## src/source/issue_cfg.svh

```systemverilog
// ##############################
// Size macros for the issue subsystem
// Tags, register index width, operands, pipeline depth
// ##############################

`ifndef ISSUE_CFG_SVH
`define ISSUE_CFG_SVH

// In-flight tags, also wait slots and table entries
`define ISSUE_NUM_TAGS   8
// Architectural register index width
`define ISSUE_REG_IDX_W  5
// Sources per instruction
`define ISSUE_NUM_OPS    2
// Execution pipeline stages
`define ISSUE_PIPE_DEPTH 3

`endif

```

## src/source/issue_types_pkg.sv

```systemverilog
// ##############################
// Width typedefs and the wait-slot state enum
// ##############################

`include "issue_cfg.svh"

package issue_types_pkg;

    // Tag naming one in-flight instruction
    typedef logic [$clog2(`ISSUE_NUM_TAGS)-1:0] tag_t;

    // Architectural register index
    typedef logic [`ISSUE_REG_IDX_W-1:0] reg_idx_t;

    // Opcode, carried as payload only
    typedef logic [7:0] opc_t;

    // Wait-slot life cycle
    typedef enum logic [1:0] {
        SLOT_FREE  = 2'd0,
        SLOT_WAIT  = 2'd1,
        SLOT_READY = 2'd2
    } slot_state_e;

endpackage

```

## src/source/issue_bus_pkg.sv

```systemverilog
// ##############################
// Packed structs passed between the issue blocks
// ##############################

`include "issue_cfg.svh"

package issue_bus_pkg;

    // Instruction offered by the decoder
    typedef struct packed {
        issue_types_pkg::reg_idx_t                     dst;
        issue_types_pkg::reg_idx_t [`ISSUE_NUM_OPS-1:0] src;
        issue_types_pkg::opc_t                         opc;
    } inst_t;

    // Source lookup result from the register table
    typedef struct packed {
        logic [`ISSUE_NUM_OPS-1:0]                 ready;
        issue_types_pkg::tag_t [`ISSUE_NUM_OPS-1:0] tag;
    } src_info_t;

    // Issue to the execution pipeline
    typedef struct packed {
        issue_types_pkg::tag_t tag;
        issue_types_pkg::opc_t opc;
    } issue_t;

    // Completion broadcast
    typedef struct packed {
        logic                  valid;
        issue_types_pkg::tag_t tag;
        issue_types_pkg::opc_t opc;
    } done_t;

endpackage

```

## src/source/tag_pool.sv

```systemverilog
// ##############################
// Free-tag pool, lowest free tag first
// ##############################

`timescale 1ns/100ps

`include "issue_cfg.svh"

module tag_pool (
    input  logic                  clk_i,
    input  logic                  arst_n_i,
    // Take the presented tag
    input  logic                  alloc_i,
    // Completion returns a tag
    input  issue_bus_pkg::done_t  done_i,
    output logic                  avail_o,
    output issue_types_pkg::tag_t tag_o
);

    // One bit per tag, set while free
    logic [`ISSUE_NUM_TAGS-1:0] free_q;
    logic [`ISSUE_NUM_TAGS-1:0] free_d;

    // Priority pick, the last write wins so the lowest index is granted
    always_comb begin
        avail_o = |free_q;
        tag_o   = '0;
        for (int i = `ISSUE_NUM_TAGS - 1; i >= 0; i--) begin
            if (free_q[i]) begin
                tag_o = issue_types_pkg::tag_t'(i);
            end
        end
    end

    // Grant and recycle never hit the same tag
    // A granted tag is free, a completing tag is busy
    always_comb begin
        free_d = free_q;
        if (alloc_i) begin
            free_d[tag_o] = 1'b0;
        end
        if (done_i.valid) begin
            free_d[done_i.tag] = 1'b1;
        end
    end

    always_ff @(posedge clk_i or negedge arst_n_i) begin
        if (!arst_n_i) begin
            free_q <= '1;
        end else begin
            free_q <= free_d;
        end
    end

endmodule

```

## src/source/reg_table.sv

```systemverilog
// ##############################
// Register table: latest in-flight producer per register
// Source readiness with same-cycle completion bypass
// ##############################

`timescale 1ns/100ps

`include "issue_cfg.svh"

module reg_table (
    input  logic                     clk_i,
    input  logic                     arst_n_i,
    // Decoder side
    input  logic                     insert_i,
    input  issue_types_pkg::tag_t    tag_i,
    input  issue_bus_pkg::inst_t     inst_i,
    // Completion broadcast
    input  issue_bus_pkg::done_t     done_i,
    output logic                     space_o,
    output issue_bus_pkg::src_info_t src_o
);

    // ##############################
    // Entry storage
    // ##############################

    // Destination and the tag that will write it
    typedef struct packed {
        issue_types_pkg::reg_idx_t dst;
        issue_types_pkg::tag_t     prod;
    } entry_t;

    logic   [`ISSUE_NUM_TAGS-1:0] valid_q;
    logic   [`ISSUE_NUM_TAGS-1:0] valid_d;
    entry_t [`ISSUE_NUM_TAGS-1:0] entry_q;
    entry_t [`ISSUE_NUM_TAGS-1:0] entry_d;

    // Insert target search
    logic                       dst_hit;
    issue_types_pkg::tag_t      dst_hit_idx;
    issue_types_pkg::tag_t      free_idx;
    logic [`ISSUE_NUM_TAGS-1:0] wr_en;
    logic [`ISSUE_NUM_OPS-1:0]  src_hit;

    // Full only when every entry is valid
    assign space_o = ~&valid_q;

    // ##############################
    // Source lookup
    // ##############################

    // At most one valid entry per destination, so any match is the match
    always_comb begin
        src_o   = '0;
        src_hit = '0;
        for (int op = 0; op < `ISSUE_NUM_OPS; op++) begin
            for (int e = `ISSUE_NUM_TAGS - 1; e >= 0; e--) begin
                if (valid_q[e] && entry_q[e].dst == inst_i.src[op]) begin
                    src_hit[op]   = 1'b1;
                    src_o.tag[op] = entry_q[e].prod;
                end
            end
            // Producer finishing right now counts as ready
            src_o.ready[op] = !src_hit[op] ||
                              (done_i.valid && done_i.tag == src_o.tag[op]);
        end
    end

    // ##############################
    // Insert target
    // ##############################

    // Existing entry for the same destination, else lowest free one
    always_comb begin
        dst_hit     = 1'b0;
        dst_hit_idx = '0;
        free_idx    = '0;
        for (int e = `ISSUE_NUM_TAGS - 1; e >= 0; e--) begin
            if (valid_q[e] && entry_q[e].dst == inst_i.dst) begin
                dst_hit     = 1'b1;
                dst_hit_idx = issue_types_pkg::tag_t'(e);
            end
            if (!valid_q[e]) begin
                free_idx = issue_types_pkg::tag_t'(e);
            end
        end
        wr_en = '0;
        if (insert_i) begin
            wr_en[dst_hit ? dst_hit_idx : free_idx] = 1'b1;
        end
    end

    // ##############################
    // Next state
    // ##############################

    // Rewritten entry survives a completion of its old producer
    always_comb begin
        valid_d = valid_q;
        entry_d = entry_q;
        for (int e = 0; e < `ISSUE_NUM_TAGS; e++) begin
            if (wr_en[e]) begin
                valid_d[e]      = 1'b1;
                entry_d[e].dst  = inst_i.dst;
                entry_d[e].prod = tag_i;
            end else if (done_i.valid && valid_q[e] && entry_q[e].prod == done_i.tag) begin
                // Result now architectural
                valid_d[e] = 1'b0;
            end
        end
    end

    always_ff @(posedge clk_i or negedge arst_n_i) begin
        if (!arst_n_i) begin
            valid_q <= '0;
        end else begin
            valid_q <= valid_d;
        end
    end

    // Entry contents qualified by valid_q
    always_ff @(posedge clk_i) begin
        entry_q <= entry_d;
    end

endmodule

```

## src/source/wait_buffer.sv

```systemverilog
// ##############################
// Wait buffer: one slot per tag, wakeup and issue select
// ##############################

`timescale 1ns/100ps

`include "issue_cfg.svh"

module wait_buffer (
    input  logic                     clk_i,
    input  logic                     arst_n_i,
    // Decoder side, slot picked by tag
    input  logic                     insert_i,
    input  issue_types_pkg::tag_t    tag_i,
    input  issue_bus_pkg::inst_t     inst_i,
    input  issue_bus_pkg::src_info_t src_i,
    // Completion broadcast
    input  issue_bus_pkg::done_t     done_i,
    // To execution pipeline
    output logic                     issue_valid_o,
    output issue_bus_pkg::issue_t    issue_o
);

    // ##############################
    // Slot storage
    // ##############################

    // Payload plus per-operand wait bookkeeping
    typedef struct packed {
        issue_types_pkg::opc_t                     opc;
        logic [`ISSUE_NUM_OPS-1:0]                 waiting;
        issue_types_pkg::tag_t [`ISSUE_NUM_OPS-1:0] prod;
    } slot_t;

    issue_types_pkg::slot_state_e state_q [`ISSUE_NUM_TAGS];
    issue_types_pkg::slot_state_e state_d [`ISSUE_NUM_TAGS];
    slot_t [`ISSUE_NUM_TAGS-1:0]  slot_q;
    slot_t [`ISSUE_NUM_TAGS-1:0]  slot_d;

    // Slot chosen for issue this cycle
    issue_types_pkg::tag_t sel;

    // ##############################
    // Issue select
    // ##############################

    // Lowest ready slot wins
    always_comb begin
        issue_valid_o = 1'b0;
        sel           = '0;
        for (int i = `ISSUE_NUM_TAGS - 1; i >= 0; i--) begin
            if (state_q[i] == issue_types_pkg::SLOT_READY) begin
                issue_valid_o = 1'b1;
                sel           = issue_types_pkg::tag_t'(i);
            end
        end
        // Slot index is the tag
        issue_o.tag = sel;
        issue_o.opc = slot_q[sel].opc;
    end

    // ##############################
    // Slot update
    // ##############################

    always_comb begin
        for (int i = 0; i < `ISSUE_NUM_TAGS; i++) begin
            state_d[i] = state_q[i];
            slot_d[i]  = slot_q[i];
            if (insert_i && tag_i == issue_types_pkg::tag_t'(i)) begin
                // src_i already folds in a same-cycle completion
                slot_d[i].opc     = inst_i.opc;
                slot_d[i].waiting = ~src_i.ready;
                slot_d[i].prod    = src_i.tag;
                state_d[i]        = (&src_i.ready) ? issue_types_pkg::SLOT_READY
                                                   : issue_types_pkg::SLOT_WAIT;
            end else if (issue_valid_o && sel == issue_types_pkg::tag_t'(i)) begin
                // Left for the pipeline, tag stays busy in the pool
                state_d[i] = issue_types_pkg::SLOT_FREE;
            end else if (state_q[i] == issue_types_pkg::SLOT_WAIT && done_i.valid) begin
                // Wakeup on matching producer
                for (int op = 0; op < `ISSUE_NUM_OPS; op++) begin
                    if (slot_q[i].prod[op] == done_i.tag) begin
                        slot_d[i].waiting[op] = 1'b0;
                    end
                end
                if (slot_d[i].waiting == '0) begin
                    state_d[i] = issue_types_pkg::SLOT_READY;
                end
            end
        end
    end

    always_ff @(posedge clk_i or negedge arst_n_i) begin
        if (!arst_n_i) begin
            for (int i = 0; i < `ISSUE_NUM_TAGS; i++) begin
                state_q[i] <= issue_types_pkg::SLOT_FREE;
            end
        end else begin
            state_q <= state_d;
        end
    end

    // Payload only meaningful while the slot is occupied
    always_ff @(posedge clk_i) begin
        slot_q <= slot_d;
    end

endmodule

```

## src/source/exec_pipe.sv

```systemverilog
// ##############################
// Fixed-latency execution pipeline
// ##############################

`timescale 1ns/100ps

`include "issue_cfg.svh"

module exec_pipe (
    input  logic                  clk_i,
    input  logic                  arst_n_i,
    // Always accepted, no stall
    input  logic                  issue_valid_i,
    input  issue_bus_pkg::issue_t issue_i,
    // Last stage is the broadcast
    output issue_bus_pkg::done_t  done_o
);

    // Stage valids, stage 0 is the youngest
    logic [`ISSUE_PIPE_DEPTH-1:0] vld_q;

    // Stage payloads
    issue_bus_pkg::issue_t [`ISSUE_PIPE_DEPTH-1:0] stage_q;

    // ##############################
    // Shift
    // ##############################

    always_ff @(posedge clk_i or negedge arst_n_i) begin
        if (!arst_n_i) begin
            vld_q <= '0;
        end else begin
            vld_q <= {vld_q[`ISSUE_PIPE_DEPTH-2:0], issue_valid_i};
        end
    end

    // Payload follows its valid bit
    always_ff @(posedge clk_i) begin
        stage_q[0] <= issue_i;
        for (int s = 1; s < `ISSUE_PIPE_DEPTH; s++) begin
            stage_q[s] <= stage_q[s-1];
        end
    end

    // Completion seen ISSUE_PIPE_DEPTH cycles after issue
    always_comb begin
        done_o.valid = vld_q[`ISSUE_PIPE_DEPTH-1];
        done_o.tag   = stage_q[`ISSUE_PIPE_DEPTH-1].tag;
        done_o.opc   = stage_q[`ISSUE_PIPE_DEPTH-1].opc;
    end

endmodule

```

## src/source/issue_top.sv

```systemverilog
// ##############################
// Issue subsystem top: pool, table, wait buffer, pipeline
// ##############################

`timescale 1ns/100ps

module issue_top (
    input  logic                  clk_i,
    input  logic                  arst_n_i,
    // Decoder port
    input  logic                  inst_valid_i,
    input  issue_bus_pkg::inst_t  inst_i,
    output logic                  ready_o,
    output issue_types_pkg::tag_t accept_tag_o,
    // Completion port
    output logic                  done_valid_o,
    output issue_types_pkg::tag_t done_tag_o,
    output issue_types_pkg::opc_t done_opc_o
);

    logic                     pool_avail;
    logic                     tbl_space;
    logic                     accept;
    issue_types_pkg::tag_t    new_tag;
    issue_bus_pkg::src_info_t src_info;
    logic                     iss_valid;
    issue_bus_pkg::issue_t    iss;
    issue_bus_pkg::done_t     done;

    // Single accept condition drives every insert
    assign ready_o      = pool_avail && tbl_space;
    assign accept       = inst_valid_i && ready_o;
    assign accept_tag_o = new_tag;

    tag_pool u_pool (
        .clk_i, .arst_n_i, .alloc_i(accept), .done_i(done),
        .avail_o(pool_avail), .tag_o(new_tag)
    );

    reg_table u_table (
        .clk_i, .arst_n_i, .insert_i(accept), .tag_i(new_tag), .inst_i,
        .done_i(done), .space_o(tbl_space), .src_o(src_info)
    );

    wait_buffer u_wbuf (
        .clk_i, .arst_n_i, .insert_i(accept), .tag_i(new_tag), .inst_i,
        .src_i(src_info), .done_i(done), .issue_valid_o(iss_valid), .issue_o(iss)
    );

    exec_pipe u_pipe (
        .clk_i, .arst_n_i, .issue_valid_i(iss_valid), .issue_i(iss), .done_o(done)
    );

    // Completion out
    assign done_valid_o = done.valid;
    assign done_tag_o   = done.tag;
    assign done_opc_o   = done.opc;

endmodule

```

## config.mk

```make
export PLATFORM = sky130hd
export DESIGN_NAME = issue_top
export DESIGN_NICKNAME = d
export VERILOG_FILES = /design/src/source/issue_types_pkg.sv /design/src/source/issue_bus_pkg.sv /design/src/source/tag_pool.sv /design/src/source/reg_table.sv /design/src/source/wait_buffer.sv /design/src/source/exec_pipe.sv /design/src/source/issue_top.sv
export VERILOG_INCLUDE_DIRS = /design/src /design/src/source
export SDC_FILE = /design/constraint.sdc
export NUM_CORES = 1
export LEC_CHECK = 0
export BUFFER_PORTS_ARGS = -buffer_cell sky130_fd_sc_hd__buf_4
export CORE_ASPECT_RATIO = 0.7
export CORE_MARGIN = 1.5
export CORE_UTILIZATION = 60
export CTS_CLUSTER_DIAMETER = 150
export DETAILED_ROUTE_END_ITERATION = 10
export GPL_TIMING_DRIVEN = 0
export HOLD_SLACK_MARGIN = 0.15
export PLACE_DENSITY = 0.81
export SYNTH_ARGS = -nofsm -noshare
export SYNTH_HDL_FRONTEND = slang
export SYNTH_SLANG_ARGS = --single-unit
```

## constraint.sdc

```tcl
create_clock -name clk_i -period 8.6 [get_ports clk_i]
set_input_delay 0.43 -clock clk_i [delete_from_list [all_inputs] [get_ports clk_i]]
set_output_delay 0.43 -clock clk_i [all_outputs]
set_load 0.03 [all_outputs]
```

Yosys cells after proc, flatten, opt, wreduce, memory -nomap -nowiden
Cells that the tools add are included.

Register bits after elaboration: 260. Output and inout port bits: 16.

Reductions and logical operators: 137. Equality and inequality tests: 88. Bitwise logic cells: 4. Mux-type cells: 229. Order comparisons: 7.

Operators by type and width (count): 3-bit 2-to-1 mux (49); 5-bit equality test (24); 1-bit 2-to-1 mux (115); 2-bit 2-to-1 mux (57); 3-bit equality test (26); 1-bit logical AND (71); 16-bit binary-select mux with 3-bit select (1); 3-bit nonzero test (16); 2-bit AND reduction (17); 2-bit nonzero test (16); 3-bit equality test, second input constant (8); 8-bit 2-to-1 mux (3); 2-bit by 1-bit equality test with 1-bit output, second input constant (8); 2-bit equality test, second input constant (8); 2-bit logical NOT (8); 3-bit by 4-bit < comparator with 1-bit output, second input constant (4); 16-bit 2-to-1 mux (1); 2-bit by 1-bit != test with 1-bit output, second input constant (8); 3-bit by 2-bit equality test with 1-bit output, second input constant (4); 1-bit demux with 3-bit select (3); 3-bit by 1-bit greater-or-equal comparator with 1-bit output, second input constant (3); 8-bit AND (1); 8-bit inverter (1); 8-bit bitwise OR (1); other kinds (7) (12).

Depth between registers and ports, before layout
Depth after elaboration: 18. Gate-level depth with buffers: 13.

By module
From an unflattened synthesis, not the netlist that was laid out.

Cell total of the unflattened synthesis: 1004. Area, all modules: 12618.4 um^2.

Modules (own cells, without submodules): wait_buffer (seq. area each 4244.1 um^2, area an instance 6269.8 um^2, cells each 431, instances 1); reg_table (seq. area each 2122.0 um^2, area an instance 5051.1 um^2, cells each 473, instances 1); exec_pipe (seq. area each 735.7 um^2, area an instance 825.8 um^2, cells each 48, instances 1); tag_pool (seq. area each 210.2 um^2, area an instance 459.2 um^2, cells each 50, instances 1); issue_top (seq. area each 0.0 um^2, area an instance 12.5 um^2, cells each 2, instances 1).

Worst setup path after synthesis
Ideal clock, no wire load.

Kind: in2reg. From: input inst_i[21] in the netlist's numbering. To: register u_table.entry_q[16] in the netlist's numbering (enable). Path buffers: 1. Path slack: 5.367 ns. Stages on the path: 8. Data arrival time: 2.846 ns. Data required time: 8.212 ns. Cell sequence: clkbuf_1 -> xor2_1 -> nor4_1 -> and3_1 -> or2_2 -> o311ai_0 -> nand3_1 -> nor3b_1.

Cells in the longest elaborated chain, start to end: 16. Elaborated cells on any way between the ends: 39. Those cells by class: order compare (2); eq/ne (8); mux (20); reduce/logical (9).

RTL lines: start: declaration (RTL line issue_top.sv:12) `input issue_bus_pkg::inst_t inst_i,`; 5-bit equality test (RTL line reg_table.sv:79) `if (valid_q[e] && entry_q[e].dst == inst_i.dst) begin`; 1-bit logical AND (RTL line reg_table.sv:79); 3-bit 2-to-1 mux or 1-bit 2-to-1 mux (tied branches) (8 in series) (RTL line reg_table.sv:79); 3-bit 2-to-1 mux (*) (RTL line reg_table.sv:89) `wr_en[dst_hit ? dst_hit_idx : free_idx] = 1'b1;`; 3-bit by 4-bit < comparator with 1-bit output (not written as such) or 3-bit by 1-bit greater-or-equal comparator with 1-bit output (tied branches) (RTL line reg_table.sv:89); 1-bit logical AND (not written as such) (RTL line reg_table.sv:89); 1-bit 2-to-1 mux (RTL line reg_table.sv:89); 1-bit demux with 3-bit select (*); 8-bit 2-to-1 mux (*) (RTL line reg_table.sv:88) `if (insert_i) begin`; end signal: assignment (RTL line reg_table.sv:123) `entry_q <= entry_d;`; end: declaration (RTL line reg_table.sv:35) `` entry_t [`ISSUE_NUM_TAGS-1:0] entry_q; ``.

Every way passes the cells marked *; elsewhere a longest branch is shown, timed or not. A chain may end at the register's enable or synchronous reset.

==> results.toml <==
[yosys]
syn-num-nets = 1023
synth_most_common_cell = "edfxtp_1"
syn-cell-area_um2 = 12400
synth_area_per_cell_um2 = 12.4
synth-simple-area-share_pct = 10.7
synthArstFlopShare_pct = 13.5
netlist_top_cells_count = "edfxtp_1, xor2_1, nand2_1"
synthFlopType = "edfxtp_1"
synth_top_area_share_pct = 46.5
yosysWarnings = 0
yosysSeqAreaShare_pct = 59.0
ys_types = 77
synthAdderAreaFrac_pct = 0
synthMuxAreaShare_pct = 4.22
synth-edff-count = 192
synth-xor-area-share_pct = 13.8
synth_compound_area_share_pct = 8.99
synth.top_cells.by_area = "edfxtp_1, xor2_1, dfrtp_1"
synth-seq-cells = 260
synth_top_area_cell = "edfxtp_1"
synth_top_family_by_area = "XOR/XNOR gates"
netlist_instances = 997

[timing]
holdWs_ns = 0.202
skew_ns = 0.00963
period_needed_ns = 4.22
finalCritPeriodShare_pct = 49.0
worst_slew_pin_slew_ns = 1.35
finalHoldViolCount = 0
rsz0062_at_grt = "no"
relSlewSlack_pct = 9.89
finalMaxSlewViolations = 0
finalSetupTns_ns = 0
setup_viol = 0
fmaxAchievable_mhz = 237

[placed_design]
portBuffers = 31
place_congestion = 0.939
dp_hpwl_um = 21200
place_area_um2 = 13000

[setup_path]
start_kind = "register"
critPathKind = "register to register"
crit_path_end_kind = "register"
cp_max_fo = 10
arrival_ns = 4.62
worstPathRequired_ns = 9.00

[routing]
vias = 8408
dr.pass1.iters = 5
wl_per_cell_um = 22.4
drc_errors = 0
drt-total-wl_um = 30200
viasPerCell = 6.22
ant_nets = 0
drtIter0Drc = 1149

[grt]
grt_pass1_vias = 8075
antenna_found_initial = 0
grt_pass1_wl_um = 45700
grt_usage_pct = 28.4
grt_overflow = 0
grt_max_degree = 36

[floorplan]
num_io_pins = 42
die_area_um2 = 21500
die_w_um = 175
die_h_um = 123
start_util_pct = 61.9
rows = 43
coreArea_um2 = 20000

[clock_tree]
clk_pin_slew_ns = 0.07
cts_max_level = 1
cts.sinks = 260
clock_path_buffers = 3
cts_setup_buffers = 0
cts_tree = "built"
clock_latency_ns = 0.52
cts_resized = 0
root_buffer = "clkbuf_16"
cts_buffers = 24
cts_hold_buf = 9

[job]
cap_violations = 0

[worst_hold_path]
hold_path.class = "input pin to register"

[pwr]
ir_drop_mv = 0.168
powerDensity_nw_per_um2 = 325
p_leak_nw = 5.28

[cells_and_area]
antenna_cells = 0
areaGrowthSynthToFinish_pct = 11.9
finalNetCount = 1090
drive_gt1_share_pct = 12.8
finish.instance_area_um2 = 13900

[status]
outcome = "finished clean"
## layout by cell type, fill, tap and decap left out, types with 22 or more instances in the layout
cell type / Yosys / routed
buf_4: 19 / 51
clkbuf_1: 17 / 22
clkbuf_16: 0 / 25
dfrtp_1: 27 / 27
dfxtp_1: 33 / 33
edfxtp_1: 192 / 192
inv_1: 30 / 30
mux2i_1: 35 / 35
nand2_1: 78 / 78
nand3_1: 31 / 31
nor2_1: 40 / 40
o21ai_0: 42 / 42
xnor2_1: 67 / 67
xor2_1: 128 / 128
## logic make-up after synthesis
kind of cell / Yosys count
flip-flops: 260
AND/OR/NAND/NOR: 255
XOR/XNOR: 195
AO/OA/AOI/OAI: 155
buffers and inverters: 82
multiplexers: 50
## metrics by stage
stage	util (%)	setup WS, ns	cells	power, mW
after detailed placement	64.8	4.22	1299	3.41
after global placement	64.8	4.29	1298	3.34
after global routing	69.3	4.15	1352	4.71
final	69.3	4.38	1352	4.51
after floorplan	-	5.37	997	2.92
after CTS	69.3	4.37	1352	4.48
## metal layers
layer	vias to the layer above	track usage (%)	part of all wire [%]
met5	-	0	0
met4	0	6.62	1.8
met3	51	7.20	13
met2	558	41.1	41
met1	4064	43.1	44
li1	3735	-	-
## where the power goes
| group | switching, mW | internal (mW) |
|---|---|---|
| clock | 0.461 | 0.613 |
| sequential | 0.176 | 1.69 |
| combinational | 1.00 | 0.568 |
## worst paths after layout
kind	from	to	slack (ns)	cells past startpoint
worst max-delay path	u_table.entry_q[23]$_DFFE_PP_	u_wbuf.state_q[11]$_DFFE_PN0P_	4.38	11
worst min-delay path	inst_i[20]	u_table.entry_q[13]$_DFFE_PP_	0.20	1
worst max register to register	u_table.entry_q[23]$_DFFE_PP_	u_wbuf.state_q[11]$_DFFE_PN0P_	4.38	11
worst min register to register	u_pipe.stage_q[16]$_DFF_P_	u_pipe.done_o[5]$_DFF_P_	0.33	0
max in group asynchronous	arst_n_i	u_pool.free_q[4]$_DFF_PN1_	7.79	2
min in group asynchronous	arst_n_i	u_table.valid_q[7]$_DFFE_PN0P_	0.44	2
## registers in the layout, indices dropped and copies added (netlist names)
signal	flops
u_wbuf.state_q	16
u_pipe.done_o	11
u_table.valid_q	8
u_pipe.vld_q	3
u_pool.free_q	8
u_table.entry_q	64
u_pipe.stage_q	22
u_wbuf.slot_q	128
## critical path, stage by stage, from the launching register on
cell and delay, ns:
edfxtp_1 0.46, xor2_1 0.19, nor4_1 0.51, and3_1 0.36
nor2_1 0.08, a221oi_1 0.34, o221ai_2 0.38, xnor2_1 0.23
o211ai_1 0.90, and2b_4 0.33, buf_6 0.16, o21a_1 0.17
## layout make-up
cell class,count,area [µm²]
flip-flops and latches,260,7310
fillers,1403,6140
multi-input cells,655,4680
clock buffers,32,672
well taps,270,338
repair buffers,41,330
plain buffers,52,303
clock inverters,12,124
inverters,30,113
Power figures use the tool's default switching activity.
